## config.mk

```make
export PLATFORM = sky130hd
export DESIGN_NAME = mem_top
export DESIGN_NICKNAME = d
export VERILOG_FILES = /design/src/hdl/mem_pkg.sv /design/src/hdl/mem_stage.sv /design/src/hdl/dcache.sv /design/src/hdl/clint_timer.sv /design/src/hdl/mem_top.sv
export VERILOG_INCLUDE_DIRS = /design/src /design/src/hdl
export SDC_FILE = /design/constraint.sdc
export NUM_CORES = 2
export LEC_CHECK = 0
export BUFFER_PORTS_ARGS = -buffer_cell sky130_fd_sc_hd__buf_2
export CAP_MARGIN = 20
export CELL_PAD_IN_SITES_DETAIL_PLACEMENT = 0
export CELL_PAD_IN_SITES_GLOBAL_PLACEMENT = 2
export CORE_MARGIN = 3
export CORE_UTILIZATION = 50
export DETAILED_ROUTE_END_ITERATION = 10
export PLACE_DENSITY_LB_ADDON = 0.1
export SLEW_MARGIN = 0
export SYNTH_ARGS = -nofsm -noshare
export SYNTH_HDL_FRONTEND = slang
export SYNTH_SLANG_ARGS = --single-unit
```

## constraint.sdc

```tcl
create_clock -name clk -period 21.2 [get_ports clk]
set_clock_uncertainty 0.15 [all_clocks]
set_input_delay 4.24 -clock clk [delete_from_list [all_inputs] [get_ports clk]]
set_output_delay 4.24 -clock clk [all_outputs]
set_load 0.02 [all_outputs]
```

## src/hdl/mem_cfg.svh

```systemverilog
`ifndef MEM_CFG_SVH
`define MEM_CFG_SVH

// bus widths
`define MEM_ADDR_W 32
`define MEM_DATA_W 64

// byte offset inside one 64-bit word
`define MEM_OFFSET_W 3

// direct-mapped cache, one word per line
`define DC_INDEX_W 4
`define DC_LINES (1 << `DC_INDEX_W)
`define DC_TAG_W (`MEM_ADDR_W - `DC_INDEX_W - `MEM_OFFSET_W)

// hit and miss counter width
`define DC_CNT_W 64

// CLINT registers decoded by the stage
`define CLINT_MTIME_ADDR 32'h0200_0000
`define CLINT_MTIMECMP_ADDR 32'h0200_4000

// timer register width
`define CLINT_TIME_W 64

`endif

```

## src/hdl/mem_pkg.sv

```systemverilog
`include "mem_cfg.svh"

package mem_pkg;

    // func3 field of the load and store opcodes
    typedef enum logic [2:0] {
        LB  = 3'b000,
        LH  = 3'b001,
        LW  = 3'b010,
        LD  = 3'b011,
        LBU = 3'b100,
        LHU = 3'b101,
        LWU = 3'b110
    } ls_size_e;

    // store sizes reuse the signed load codes
    localparam ls_size_e SB = LB;
    localparam ls_size_e SH = LH;
    localparam ls_size_e SW = LW;
    localparam ls_size_e SD = LD;

    // one data word seen at four lane widths
    typedef union packed {
        logic [`MEM_DATA_W-1:0]          dword;
        logic [`MEM_DATA_W/32-1:0][31:0] words;
        logic [`MEM_DATA_W/16-1:0][15:0] halves;
        logic [`MEM_DATA_W/8-1:0][7:0]   bytes;
    } data_word_u;

endpackage

```

## src/hdl/mem_stage.sv

```systemverilog
`timescale 1ns/1ps
`include "mem_cfg.svh"

module mem_stage (
    input  logic                   clk,
    input  logic                   arst_n_i,
    // pipeline side
    input  logic                   mem_valid_i,
    input  logic                   wen_i,
    input  mem_pkg::ls_size_e      func3_i,
    input  logic [`MEM_ADDR_W-1:0] addr_i,
    input  logic [`MEM_DATA_W-1:0] wdata_i,
    input  logic                   fence_i,
    output logic                   mem_ready_o,
    output logic [`MEM_DATA_W-1:0] r_data_o,
    // cache side
    output logic                   cpu_valid_o,
    input  logic                   cpu_ready_i,
    input  logic [`MEM_DATA_W-1:0] cpu_rdata_i,
    // timer side
    output logic                   tip_en_o,
    output logic                   tip_rw_o,
    output logic                   tip_sel_o,
    output logic [`MEM_DATA_W-1:0] tip_wdata_o,
    input  logic                   tip_ready_i,
    input  logic [`MEM_DATA_W-1:0] tip_rdata_i
);

    logic                     hit_mtime;
    logic                     hit_mtimecmp;
    logic                     clint_sel;
    logic [`MEM_OFFSET_W-1:0] off;
    mem_pkg::data_word_u      raw;

    assign hit_mtime    = (addr_i == `CLINT_MTIME_ADDR);
    assign hit_mtimecmp = (addr_i == `CLINT_MTIMECMP_ADDR);
    assign clint_sel    = mem_valid_i && (hit_mtime || hit_mtimecmp);

    assign cpu_valid_o = mem_valid_i && !clint_sel; // everything else is cacheable
    assign tip_en_o    = clint_sel;
    assign tip_rw_o    = wen_i;
    assign tip_sel_o   = hit_mtimecmp;              // 1 picks mtimecmp
    assign tip_wdata_o = wdata_i;

    // fence requests arrive with mem_valid_i low, so they follow the cache
    assign mem_ready_o = clint_sel ? tip_ready_i : cpu_ready_i;

    assign raw.dword = clint_sel ? tip_rdata_i : cpu_rdata_i;
    assign off       = addr_i[`MEM_OFFSET_W-1:0];

    always_comb begin
        case (func3_i)
            mem_pkg::LB: begin
                r_data_o = `MEM_DATA_W'($signed(raw.bytes[off]));
            end
            mem_pkg::LH: begin
                r_data_o = `MEM_DATA_W'($signed(raw.halves[off[2:1]]));
            end
            mem_pkg::LW: begin
                r_data_o = `MEM_DATA_W'($signed(raw.words[off[2]]));
            end
            mem_pkg::LBU: begin
                r_data_o = `MEM_DATA_W'(raw.bytes[off]);
            end
            mem_pkg::LHU: begin
                r_data_o = `MEM_DATA_W'(raw.halves[off[2:1]]);
            end
            mem_pkg::LWU: begin
                r_data_o = `MEM_DATA_W'(raw.words[off[2]]);
            end
            default: begin
                r_data_o = raw.dword; // ld
            end
        endcase
    end

    // a ready pulse from either target must belong to an open request
    a_ready_has_req: assert property (
        @(posedge clk) disable iff (!arst_n_i)
        mem_ready_o |-> (mem_valid_i || fence_i)
    ) else $error("mem_ready_o without a pending request");

endmodule

```

## src/hdl/dcache.sv

```systemverilog
`timescale 1ns/1ps
`include "mem_cfg.svh"

module dcache (
    input  logic                   clk,
    input  logic                   arst_n_i,
    // request from the stage
    input  logic                   cpu_valid_i,
    input  logic                   cpu_rw_i,
    input  mem_pkg::ls_size_e      cpu_size_i,
    input  logic [`MEM_ADDR_W-1:0] cpu_addr_i,
    input  logic [`MEM_DATA_W-1:0] cpu_wdata_i,
    input  logic                   fence_i,
    output logic                   cpu_ready_o,
    output logic [`MEM_DATA_W-1:0] cpu_rdata_o,
    // performance counters
    output logic [`DC_CNT_W-1:0]   hit_cnt_o,
    output logic [`DC_CNT_W-1:0]   miss_cnt_o,
    // memory read channel
    output logic                   r_valid_o,
    output logic [`MEM_ADDR_W-1:0] r_addr_o,
    input  logic [`MEM_DATA_W-1:0] r_data_i,
    input  logic                   r_ready_i,
    // memory write channel
    output logic                   w_valid_o,
    output logic [`MEM_ADDR_W-1:0] w_addr_o,
    output logic [`MEM_DATA_W-1:0] w_data_o,
    output mem_pkg::ls_size_e      w_size_o,
    input  logic                   w_ready_i
);

    localparam logic [2:0] S_IDLE      = 3'd0;
    localparam logic [2:0] S_WRITEBACK = 3'd1;
    localparam logic [2:0] S_REFILL    = 3'd2;
    localparam logic [2:0] S_RESPOND   = 3'd3;
    localparam logic [2:0] S_FLUSH     = 3'd4;

    logic [2:0]              state_q;
    logic [`DC_LINES-1:0]    valid_q;
    logic [`DC_LINES-1:0]    dirty_q;
    logic [`DC_TAG_W-1:0]    tag_q  [`DC_LINES];
    logic [`MEM_DATA_W-1:0]  data_q [`DC_LINES];
    logic [`MEM_DATA_W-1:0]  rdata_q;
    logic [`DC_INDEX_W-1:0]  wb_idx_q;    // line being written back
    logic [`DC_INDEX_W-1:0]  flush_idx_q; // fence walk position

    logic [`DC_INDEX_W-1:0]  req_idx;
    logic [`DC_TAG_W-1:0]    req_tag;
    logic                    hit;
    logic                    idle_req;
    logic                    refill_done;

    // place the store lanes of wdata over an existing word
    function automatic logic [`MEM_DATA_W-1:0] merge_store(
        input logic [`MEM_DATA_W-1:0]  old_word,
        input logic [`MEM_DATA_W-1:0]  wdata,
        input mem_pkg::ls_size_e       size,
        input logic [`MEM_OFFSET_W-1:0] off
    );
        mem_pkg::data_word_u w;
        w.dword = old_word;
        case (size)
            mem_pkg::SB: w.bytes[off]        = wdata[7:0];
            mem_pkg::SH: w.halves[off[2:1]]  = wdata[15:0];
            mem_pkg::SW: w.words[off[2]]     = wdata[31:0];
            default:     w.dword             = wdata;
        endcase
        return w.dword;
    endfunction

    assign req_idx = cpu_addr_i[`MEM_OFFSET_W +: `DC_INDEX_W];
    assign req_tag = cpu_addr_i[`MEM_ADDR_W-1 -: `DC_TAG_W];
    assign hit     = valid_q[req_idx] && (tag_q[req_idx] == req_tag);

    assign idle_req    = (state_q == S_IDLE) && !fence_i && cpu_valid_i;
    assign refill_done = (state_q == S_REFILL) && r_ready_i;

    assign cpu_ready_o = (state_q == S_RESPOND);
    assign cpu_rdata_o = rdata_q;

    assign r_valid_o = (state_q == S_REFILL);
    assign r_addr_o  = {cpu_addr_i[`MEM_ADDR_W-1:`MEM_OFFSET_W], {`MEM_OFFSET_W{1'b0}}};

    assign w_valid_o = (state_q == S_WRITEBACK);
    assign w_addr_o  = {tag_q[wb_idx_q], wb_idx_q, {`MEM_OFFSET_W{1'b0}}}; // victim line
    assign w_data_o  = data_q[wb_idx_q];
    assign w_size_o  = mem_pkg::SD; // whole line

    always_ff @(posedge clk or negedge arst_n_i) begin
        if (!arst_n_i) begin
            state_q     <= S_IDLE;
            valid_q     <= '0;
            dirty_q     <= '0;
            wb_idx_q    <= '0;
            flush_idx_q <= '0;
            hit_cnt_o   <= '0;
            miss_cnt_o  <= '0;
        end else begin
            case (state_q)
                S_IDLE: begin
                    if (fence_i) begin
                        flush_idx_q <= '0;
                        state_q     <= S_FLUSH;
                    end else if (cpu_valid_i) begin
                        if (hit) begin
                            hit_cnt_o <= hit_cnt_o + 1'b1;
                            if (cpu_rw_i) begin
                                dirty_q[req_idx] <= 1'b1;
                            end
                            state_q <= S_RESPOND;
                        end else begin
                            miss_cnt_o <= miss_cnt_o + 1'b1;
                            wb_idx_q   <= req_idx;
                            if (valid_q[req_idx] && dirty_q[req_idx]) begin
                                state_q <= S_WRITEBACK; // evict first
                            end else begin
                                state_q <= S_REFILL;
                            end
                        end
                    end
                end
                S_WRITEBACK: begin
                    if (w_ready_i) begin
                        dirty_q[wb_idx_q] <= 1'b0;
                        state_q           <= fence_i ? S_FLUSH : S_REFILL;
                    end
                end
                S_REFILL: begin
                    if (r_ready_i) begin
                        valid_q[req_idx] <= 1'b1;
                        dirty_q[req_idx] <= cpu_rw_i; // store miss allocates dirty
                        state_q          <= S_RESPOND;
                    end
                end
                S_RESPOND: begin
                    state_q <= S_IDLE;
                end
                S_FLUSH: begin
                    if (valid_q[flush_idx_q] && dirty_q[flush_idx_q]) begin
                        wb_idx_q <= flush_idx_q;
                        state_q  <= S_WRITEBACK;
                    end else if (&flush_idx_q) begin
                        valid_q <= '0; // last line clean, drop everything
                        dirty_q <= '0;
                        state_q <= S_RESPOND;
                    end else begin
                        flush_idx_q <= flush_idx_q + 1'b1;
                    end
                end
                default: begin
                    state_q <= S_IDLE;
                end
            endcase
        end
    end

    // line storage and response word
    always_ff @(posedge clk) begin
        if (idle_req && hit) begin
            rdata_q <= data_q[req_idx];
            if (cpu_rw_i) begin
                data_q[req_idx] <= merge_store(data_q[req_idx], cpu_wdata_i,
                                               cpu_size_i, cpu_addr_i[`MEM_OFFSET_W-1:0]);
            end
        end
        if (refill_done) begin
            rdata_q        <= r_data_i;
            tag_q[req_idx] <= req_tag;
            if (cpu_rw_i) begin
                data_q[req_idx] <= merge_store(r_data_i, cpu_wdata_i,
                                               cpu_size_i, cpu_addr_i[`MEM_OFFSET_W-1:0]);
            end else begin
                data_q[req_idx] <= r_data_i;
            end
        end
    end

    a_no_dual_valid: assert property (
        @(posedge clk) disable iff (!arst_n_i)
        !(r_valid_o && w_valid_o)
    ) else $error("read and write channels active together");

    // relies on the pipeline holding its address until ready
    a_raddr_stable: assert property (
        @(posedge clk) disable iff (!arst_n_i)
        r_valid_o ##1 r_valid_o |-> $stable(r_addr_o)
    ) else $error("r_addr_o changed during a refill");

endmodule

```

## src/hdl/clint_timer.sv

```systemverilog
`timescale 1ns/1ps
`include "mem_cfg.svh"

module clint_timer (
    input  logic                     clk,
    input  logic                     arst_n_i,
    input  logic                     tip_en_i,
    input  logic                     tip_rw_i,
    input  logic                     tip_sel_i,
    input  logic [`MEM_DATA_W-1:0]   tip_wdata_i,
    output logic                     tip_ready_o,
    output logic [`MEM_DATA_W-1:0]   tip_rdata_o,
    output logic                     mtip_o
);

    logic [`CLINT_TIME_W-1:0] mtime_q;
    logic [`CLINT_TIME_W-1:0] mtimecmp_q;
    logic                     access;

    // one access per request, the ready cycle closes it
    assign access = tip_en_i && !tip_ready_o;

    always_ff @(posedge clk or negedge arst_n_i) begin
        if (!arst_n_i) begin
            mtime_q     <= '0;
            mtimecmp_q  <= '1; // no interrupt until programmed
            tip_ready_o <= 1'b0;
            mtip_o      <= 1'b0;
        end else begin
            mtime_q     <= mtime_q + 1'b1;
            tip_ready_o <= access;
            mtip_o      <= (mtime_q >= mtimecmp_q);
            if (access && tip_rw_i && tip_sel_i) begin
                mtimecmp_q <= tip_wdata_i; // mtime writes are dropped
            end
        end
    end

    always_ff @(posedge clk) begin
        if (access) begin
            tip_rdata_o <= tip_sel_i ? mtimecmp_q : mtime_q;
        end
    end

    a_ready_pulse: assert property (
        @(posedge clk) disable iff (!arst_n_i)
        tip_ready_o |=> !tip_ready_o
    ) else $error("tip_ready_o held for two cycles");

endmodule

```

## src/hdl/mem_top.sv

```systemverilog
`timescale 1ns/1ps
`include "mem_cfg.svh"

module mem_top (
    input  logic                   clk,
    input  logic                   arst_n_i,
    // pipeline
    input  logic                   mem_valid_i,
    input  logic                   wen_i,
    input  mem_pkg::ls_size_e      func3_i,
    input  logic [`MEM_ADDR_W-1:0] addr_i,
    input  logic [`MEM_DATA_W-1:0] wdata_i,
    input  logic                   fence_i,
    output logic                   mem_ready_o,
    output logic [`MEM_DATA_W-1:0] r_data_o,
    // counters and timer interrupt
    output logic [`DC_CNT_W-1:0]   hit_cnt_o,
    output logic [`DC_CNT_W-1:0]   miss_cnt_o,
    output logic                   mtip_o,
    // memory
    output logic                   r_valid_o,
    output logic [`MEM_ADDR_W-1:0] r_addr_o,
    input  logic [`MEM_DATA_W-1:0] r_data_i,
    input  logic                   r_ready_i,
    output logic                   w_valid_o,
    output logic [`MEM_ADDR_W-1:0] w_addr_o,
    output logic [`MEM_DATA_W-1:0] w_data_o,
    output mem_pkg::ls_size_e      w_size_o,
    input  logic                   w_ready_i
);

    logic                   cpu_valid;
    logic                   cpu_ready;
    logic [`MEM_DATA_W-1:0] cpu_rdata;
    logic                   tip_en;
    logic                   tip_rw;
    logic                   tip_sel;
    logic [`MEM_DATA_W-1:0] tip_wdata;
    logic                   tip_ready;
    logic [`MEM_DATA_W-1:0] tip_rdata;

    mem_stage u_mem_stage (
        .clk         (clk),
        .arst_n_i    (arst_n_i),
        .mem_valid_i (mem_valid_i),
        .wen_i       (wen_i),
        .func3_i     (func3_i),
        .addr_i      (addr_i),
        .wdata_i     (wdata_i),
        .fence_i     (fence_i),
        .mem_ready_o (mem_ready_o),
        .r_data_o    (r_data_o),
        .cpu_valid_o (cpu_valid),
        .cpu_ready_i (cpu_ready),
        .cpu_rdata_i (cpu_rdata),
        .tip_en_o    (tip_en),
        .tip_rw_o    (tip_rw),
        .tip_sel_o   (tip_sel),
        .tip_wdata_o (tip_wdata),
        .tip_ready_i (tip_ready),
        .tip_rdata_i (tip_rdata)
    );

    // request fields other than valid go straight to the cache
    dcache u_dcache (
        .clk         (clk),
        .arst_n_i    (arst_n_i),
        .cpu_valid_i (cpu_valid),
        .cpu_rw_i    (wen_i),
        .cpu_size_i  (func3_i),
        .cpu_addr_i  (addr_i),
        .cpu_wdata_i (wdata_i),
        .fence_i     (fence_i),
        .cpu_ready_o (cpu_ready),
        .cpu_rdata_o (cpu_rdata),
        .hit_cnt_o   (hit_cnt_o),
        .miss_cnt_o  (miss_cnt_o),
        .r_valid_o   (r_valid_o),
        .r_addr_o    (r_addr_o),
        .r_data_i    (r_data_i),
        .r_ready_i   (r_ready_i),
        .w_valid_o   (w_valid_o),
        .w_addr_o    (w_addr_o),
        .w_data_o    (w_data_o),
        .w_size_o    (w_size_o),
        .w_ready_i   (w_ready_i)
    );

    clint_timer u_clint_timer (
        .clk         (clk),
        .arst_n_i    (arst_n_i),
        .tip_en_i    (tip_en),
        .tip_rw_i    (tip_rw),
        .tip_sel_i   (tip_sel),
        .tip_wdata_i (tip_wdata),
        .tip_ready_o (tip_ready),
        .tip_rdata_o (tip_rdata),
        .mtip_o      (mtip_o)
    );

endmodule

```

## Word-level counts from Yosys, hierarchy flattened

Memory sizes are Yosys's and may differ from the RTL's.
Cells that the tools add are included.

- Flip-flop bits (word level): 429
- Memory bits (writable): 1424
- Input port bits: 170
- Output and inout port bits: 327
- Logic and storage cells: 185
- Memories: 2

Memory list:

| memory | depth | width | rd ports | clocked after Yosys merged registers in | write ports | RTL line | text |
|---|---|---|---|---|---|---|---|
| u_dcache.data_q | 16 | 64 | 2 | 0 | 1 | dcache.sv:42 | `` logic [`MEM_DATA_W-1:0] data_q [`DC_LINES]; `` |
| u_dcache.tag_q | 16 | 25 | 2 | 0 | 1 | dcache.sv:41 | `` logic [`DC_TAG_W-1:0] tag_q [`DC_LINES]; `` |

- Add/sub/neg operators: 4
- $lt $le $gt $ge: 12
- Equal/unequal tests: 26
- Muxes and demuxes: 85
- Bitwise logic cells: 8
- Reduce and logical (&&, ||, !) cells: 35

Operators with widths:

| operator | number |
|---|---|
| two-way mux 64 bit | 10 |
| bitwise mux 64 bit | 6 |
| one-hot mux 64 bit (3 select lines) | 2 |
| one-hot mux 64 bit (6 select lines) | 1 |
| adder 64 x 1 -> 64 bit, second input constant | 3 |
| two-way mux 16 bit | 11 |
| two-way mux 32 bit | 3 |
| == test 32 x 26 -> 1 bit, second input constant | 2 |
| greater-or-equal comparator 64 bit | 1 |
| one-hot mux 16 bit (4 select lines) | 1 |
| binary-select mux 16 bit (select 2 bit) | 1 |
| demux 16 bit (select 2 bit) | 1 |
| demux 32 bit (select 1 bit) | 1 |
| bitwise OR 16 bit | 2 |
| one-hot mux 16 bit (2 select lines) | 1 |
| two-way mux 4 bit | 7 |
| == test 25 bit | 1 |
| binary-select mux 8 bit (select 3 bit) | 1 |
| demux 8 bit (select 3 bit) | 1 |
| two-way mux 3 bit | 8 |
| AND reduction 4 bit | 6 |
| logical AND 1 bit | 17 |
| two-way mux 1 bit | 17 |
| AND 16 bit | 1 |
| other kinds (33) | 65 |

## Longest topological paths before layout

- Word-level depth: 11
- Mapped depth: 17
- Gate-level depth less buffers: 12

## Modules after synthesis

From an unflattened synthesis, not the netlist that was laid out.

- Cells, all modules: 6237
- Area total of the unflattened synthesis: 94923.5 um^2

Modules (own cells, without submodules):

| module | times used | cells an instance | area an instance (um^2) | seq. area each (um^2) |
|---|---|---|---|---|
| dcache | 1 | 4935 | 81620.8 | 48962.0 |
| clint_timer | 1 | 745 | 9579.2 | 5255.0 |
| mem_stage | 1 | 557 | 3723.6 | 0.0 |

## Worst setup path after synthesis

OpenSTA, ideal clock, no wires.

- Path type: input to register
- From: input addr_i[3]
- To: register u_clint_timer.mtimecmp_q[0]
- Arrival: 13622 ps
- Slack: 7346 ps
- Stages on the path: 9
- Path buffers: 4
- Cells stage by stage: buf_6 -> buf_6 -> buf_6 -> nor4_4 -> nand4_2 -> nor4_1 -> nand3_1 -> clkbuf_1 -> mux2_2

- Cells in the longest elaborated chain, start to end: 6
- Elaborated cells between the ends (all ways): 7

Ends and longest elaborated chain:

| element | RTL line | text |
|---|---|---|
| from (decl) | mem_top.sv:11 | `` input logic [`MEM_ADDR_W-1:0] addr_i, `` |
| == test 32 x 26 -> 1 bit (no line) | -- |  |
| logical OR 1 bit (*) | mem_stage.sv:37 | `assign clint_sel = mem_valid_i && (hit_mtime \|\| hit_mtimecmp);` |
| logical AND 1 bit (*) | mem_stage.sv:37 |  |
| logical AND 1 bit (*) | clint_timer.sv:21 | `assign access = tip_en_i && !tip_ready_o;` |
| via u_clint_timer.access | clint_timer.sv:18 | `logic access;` |
| logical AND 1 bit (*) (2 in series) | clint_timer.sv:33 | `if (access && tip_rw_i && tip_sel_i) begin` |
| to (signal assigned) | clint_timer.sv:34 | `mtimecmp_q <= tip_wdata_i;` |
| to (decl) | clint_timer.sv:17 | `` logic [`CLINT_TIME_W-1:0] mtimecmp_q; `` |

The timed path passes the listed nets; every way through them passes the cells marked *.
A chain may end at the register's enable or synchronous reset.

## Final worst setup path

- From: input addr_i[19]
- To: output r_data_o[23]

- Cells in the longest elaborated chain, start to end: 7
- Elaborated cells between the ends (all ways): 12

Ends and longest elaborated chain:

| element | RTL line | text |
|---|---|---|
| == test 32 x 26 -> 1 bit (no line) | -- |  |
| logical OR 1 bit (*) | mem_stage.sv:37 |  |
| logical AND 1 bit (*) | mem_stage.sv:37 |  |
| two-way mux 64 bit (*) | mem_stage.sv:48 | `assign raw.dword = clint_sel ? tip_rdata_i : cpu_rdata_i;` |
| binary-select mux 8 bit (select 3 bit), or another cell as far along | mem_stage.sv:54 | `` r_data_o = `MEM_DATA_W'($signed(raw.bytes[off])); `` |
| two-way mux 8 bit (implied by the code), or another cell as far along | mem_stage.sv:54 |  |
| one-hot mux 64 bit (6 select lines) (*) | mem_stage.sv:52 | `case (func3_i)` |
| to (decl) | mem_top.sv:15 | `` output logic [`MEM_DATA_W-1:0] r_data_o, `` |

Every way passes the cells marked *; elsewhere a longest branch is shown, timed or not. The select of a mux whose other input is x is not followed.

==> reports/results.ini <==
[detailed_routing]
wire_per_inst_um=34.8
drc_errors=0
via_count=59200
dr.pass1.iters=9
ant_nets=0
drt_iter0_drc=7678
wl_um=307000
viasPerCell=6.71

[clock_tree]
clock-sinks=1853
cts_buffers=198
hold_buffers=0
insertion_delay_ns=0.86
cts_tree=done
clock_path_buffers=3
cts_root_buf=clkbuf_16
cts_setup_buffers=0
cts_resized=0
clk_pin_slew_worst_paths_ns=0.06
htree_num_levels=4

[power_and_ir_drop]
power_frac_comb_pct=29.1
netSwitchingFraction_pct=32.1
power_density_nw_per_um2=105
sequentialPowerShare_pct=39.6
p_leak_nw=36.5
total_power_w=0.0110
clkPwrFrac_pct=31.3
p_int_w=0.00744
switchingPower_w=0.00351
ir_drop_v=0.0000973

[synthesis]
synth_simple_gate_area_share_pct=5.27
synth-adder-area-share_pct=0.920
synth_area_leaders=edfxtp_1 50%, mux4_2 21%, dfrtp_1 6.4%
netlist_instances=5720
synth_top_family_by_area=multiplexers
async_reset_ff_share_pct=16.2
synth_xor_area_share_pct=2.05
avgSynthCellArea_um2=16.2
yosys.area.top_type=edfxtp_1
synth-seq-cells=1853
synth_top_area_share_pct=50.4
yosysWarnings=0
synth_edf_count=1552
syn_area_um2=92500
synth_compound_area_share_pct=5.31
synth.area.mux_share_pct=25.3
synth_ff_type=edfxtp_1
yosysUniqueCellTypes=84
seq_area_frac_synth_pct=58.6

[die]
coreArea_um2=183000
rows=157
ioPinCount=497
die_area_um2=190000
die_w_um=436
die_h_um=436
start_util_pct=50.4

[placed_design]
port_buffers=487
post-place-ws_ns=7.21
dpl_cell_area_um2=97900
gp_congestion=0.952
hpwl_um=199000

[worst_setup_path]
crit_type=input pin to primary output
crit_required_ns=16.81
start_kind=input pin
rrSetupSlack_ns=15.00
cp_data_arrival_time_ns=9.50
crit_path_end_kind=primary output
crit_path_max_incr_delay_ns=0.67
path_cells=buf_2, nor4_1, nand4_1, nor3_4, buf_4, mux2i_1, mux4_2, nor2b_1, a211oi_4, o21bai_4, o21ai_4, a21oi_1, buf_2
path_max_fanout=33
cp_slowest_cell=nor4_1
crit_top_cell=buf_2

[sta]
hold_viol_final=0
rsz0062_at_grt=no
drv_slew=0
period_share_pct=65.5
finalCriticalPeriod_ns=13.89
max_slew_margin_pct=24.1
setup_tns_ns=0
fmax_ghz=0.0720
setup_violations=0
worstMarginPinSlew_ns=1.14
fin_ws_ns=7.31

[grt]
grt_pass1_wl_um=436000
antenna_found_initial=39
grt_max_degree=132
grt_pass1_vias=57900
track_usage_pct=32.1
globalRouteOverflowTotal=0

[layout]
drive_above_1_share_pct=33.8
fin_area_um2=105000
ff_latch_area_um2=54200
area_growth_pct=13.0
fin_nets=6400
fillers=14400
multi_input_area_um2=36400

[status]
status=finished clean

[job]
drv_cap=0

[hold_path]
hold_path.class=flop to flop

[layout by cell type (no fill, tap or decap), types with 24 or more instances in the layout]
cell type,Yosys,routed
mux2_2,179,179
buf_2,47,480
mux4_2,866,866
a31oi_1,36,28
nor3_1,46,40
and3_1,34,34
nand2_1,506,504
nand4_1,62,62
nor2b_1,25,25
a21oi_1,185,181
xor2_1,70,70
dfrtp_1,237,233
a21o_1,24,24
a22o_1,28,28
nor2_4,0,32
inv_1,106,106
mux2i_1,187,187
edfxtp_1,1552,1552
clkbuf_16,0,200
nor2_1,204,172
a221oi_1,95,95
nand3_1,104,103
clkbuf_1,265,47
xnor2_1,146,146
o21ai_0,147,145
o22ai_1,32,32
a222oi_1,30,30
ha_1,68,68
dfstp_2,64,64
clkinv_1,1,54
buf_4,40,176
[path summary, 6_finish.rpt]
check / startpoint / endpoint / cells past startpoint
min in group asynchronous: arst_n_i / u_clint_timer.mtime_q[56] / 1
worst max-delay path: addr_i[19] / r_data_o[23] / 13
worst min register to register: u_dcache.hit_cnt_o[63] / u_dcache.hit_cnt_o[63] / 1
max in group asynchronous: arst_n_i / u_dcache.miss_cnt_o[33] / 4
worst max register to register: u_dcache.tag_q[2][4] / u_dcache.data_q[7][19] / 13
worst min-delay path: u_dcache.hit_cnt_o[63] / u_dcache.hit_cnt_o[63] / 1
[sequential cells by signal, indices dropped and copies added, names as in the netlist]
name	cells
u_dcache.data_q	1024
u_dcache.tag_q	400
u_clint_timer.mtime_q	64
u_clint_timer.mtimecmp_q	64
u_clint_timer.tip_rdata_o	64
u_dcache.cpu_rdata_o	64
u_dcache.hit_cnt_o	64
u_dcache.miss_cnt_o	64
u_dcache.dirty_q	16
u_dcache.valid_q	16
u_dcache.flush_idx_q	4
u_dcache.wb_idx_q	4
u_dcache.state_q	3
u_clint_timer.mtip_o	1
u_clint_timer.tip_ready_o	1
[cell families (layout without fill, tap and decap cells)]
kind of cell,Yosys count,in the layout
other,2,30
buffers and inverters,547,1146
multiplexers,1232,1232
AND/OR/NAND/NOR,1079,1079
adder cells (fa/ha/maj),68,68
XOR/XNOR,216,216
flip-flops,1853,1853
AO/OA/AOI/OAI,723,723
[area by class of cell]
type / instances / share of cell area [%]
Antenna cell: 21 / 0.0503
Clock buffer: 247 / 4.96
Clock inverter: 117 / 1.10
Inverter: 108 / 0.393
Multi-Input combinational cell: 3327 / 34.8
Sequential cell: 1853 / 51.9
Tap cell: 2464 / 2.95
Timing Repair Buffer: 674 / 3.86
[power groups by stage]
stage	sequential (W)	combinational [W]	clock, W
after CTS	0.00434	0.00319	0.00348
after global placement	0.00441	0.00318	0
final	0.00434	0.00319	0.00343
after global routing	0.00435	0.00335	0.00363
after detailed placement	0.00441	0.00318	0
after floorplan	0.00430	0.00210	0
[synthesized netlist by cell type, types with 10 or more instances]
cell type and instances:
a21oi_2 11, mux2i_1 187, dfrtp_1 237, and4_1 14, xnor2_1 146, nand4_1 62, inv_1 106, a222oi_1 30
nor4_1 17, nor2b_1 25, ha_1 68, dfstp_2 64, xor2_1 70, edfxtp_1 1552, and2_1 21, a21oi_1 185
o21ai_0 147, buf_4 40, mux2_2 179, a21o_1 24, nor3_1 46, a22oi_1 22, a22o_1 28, a211o_1 11
nand2_1 506, nor2_1 204, mux4_2 866, o22ai_1 32, buf_2 47, a211oi_1 10, nand3_1 104, a31oi_1 36
clkbuf_1 265, nand2b_1 23, and3_1 34, buf_1 80, a221oi_1 95
[per-stage QoR]
| step | utilization (%) | hold WS, ns | std cells |
|---|---|---|---|
| after floorplan | - | 0.313 | 5727 |
| after global placement | 53.4 | 0.303 | 8408 |
| after detailed placement | 53.4 | 0.305 | 8412 |
| after CTS | 56.8 | 0.316 | 8776 |
| after global routing | 57.0 | 0.335 | 8801 |
| final | 57.0 | 0.316 | 8811 |
[per-layer routing]
| layer | vias up | wire length (um) | track usage [%] |
|---|---|---|---|
| met1 | 31100 | 121000 | 45.7 |
| met2 | 3325 | 141000 | 48.4 |
| met3 | 584 | 28100 | 5.84 |
| met5 | - | 21 | 0 |
| met4 | 4 | 15900 | 14.8 |
| li1 | 24100 | - | - |
[worst max-delay path: cells and delay by family]
| kind | cells | cell delay, ns |
|---|---|---|
| compound gates | 4 | 1.46 |
| simple gates | 4 | 1.82 |
| mux | 2 | 0.91 |
| buf+inv | 3 | 1.00 |
Note: power is estimated with default switching activity, not from simulation.
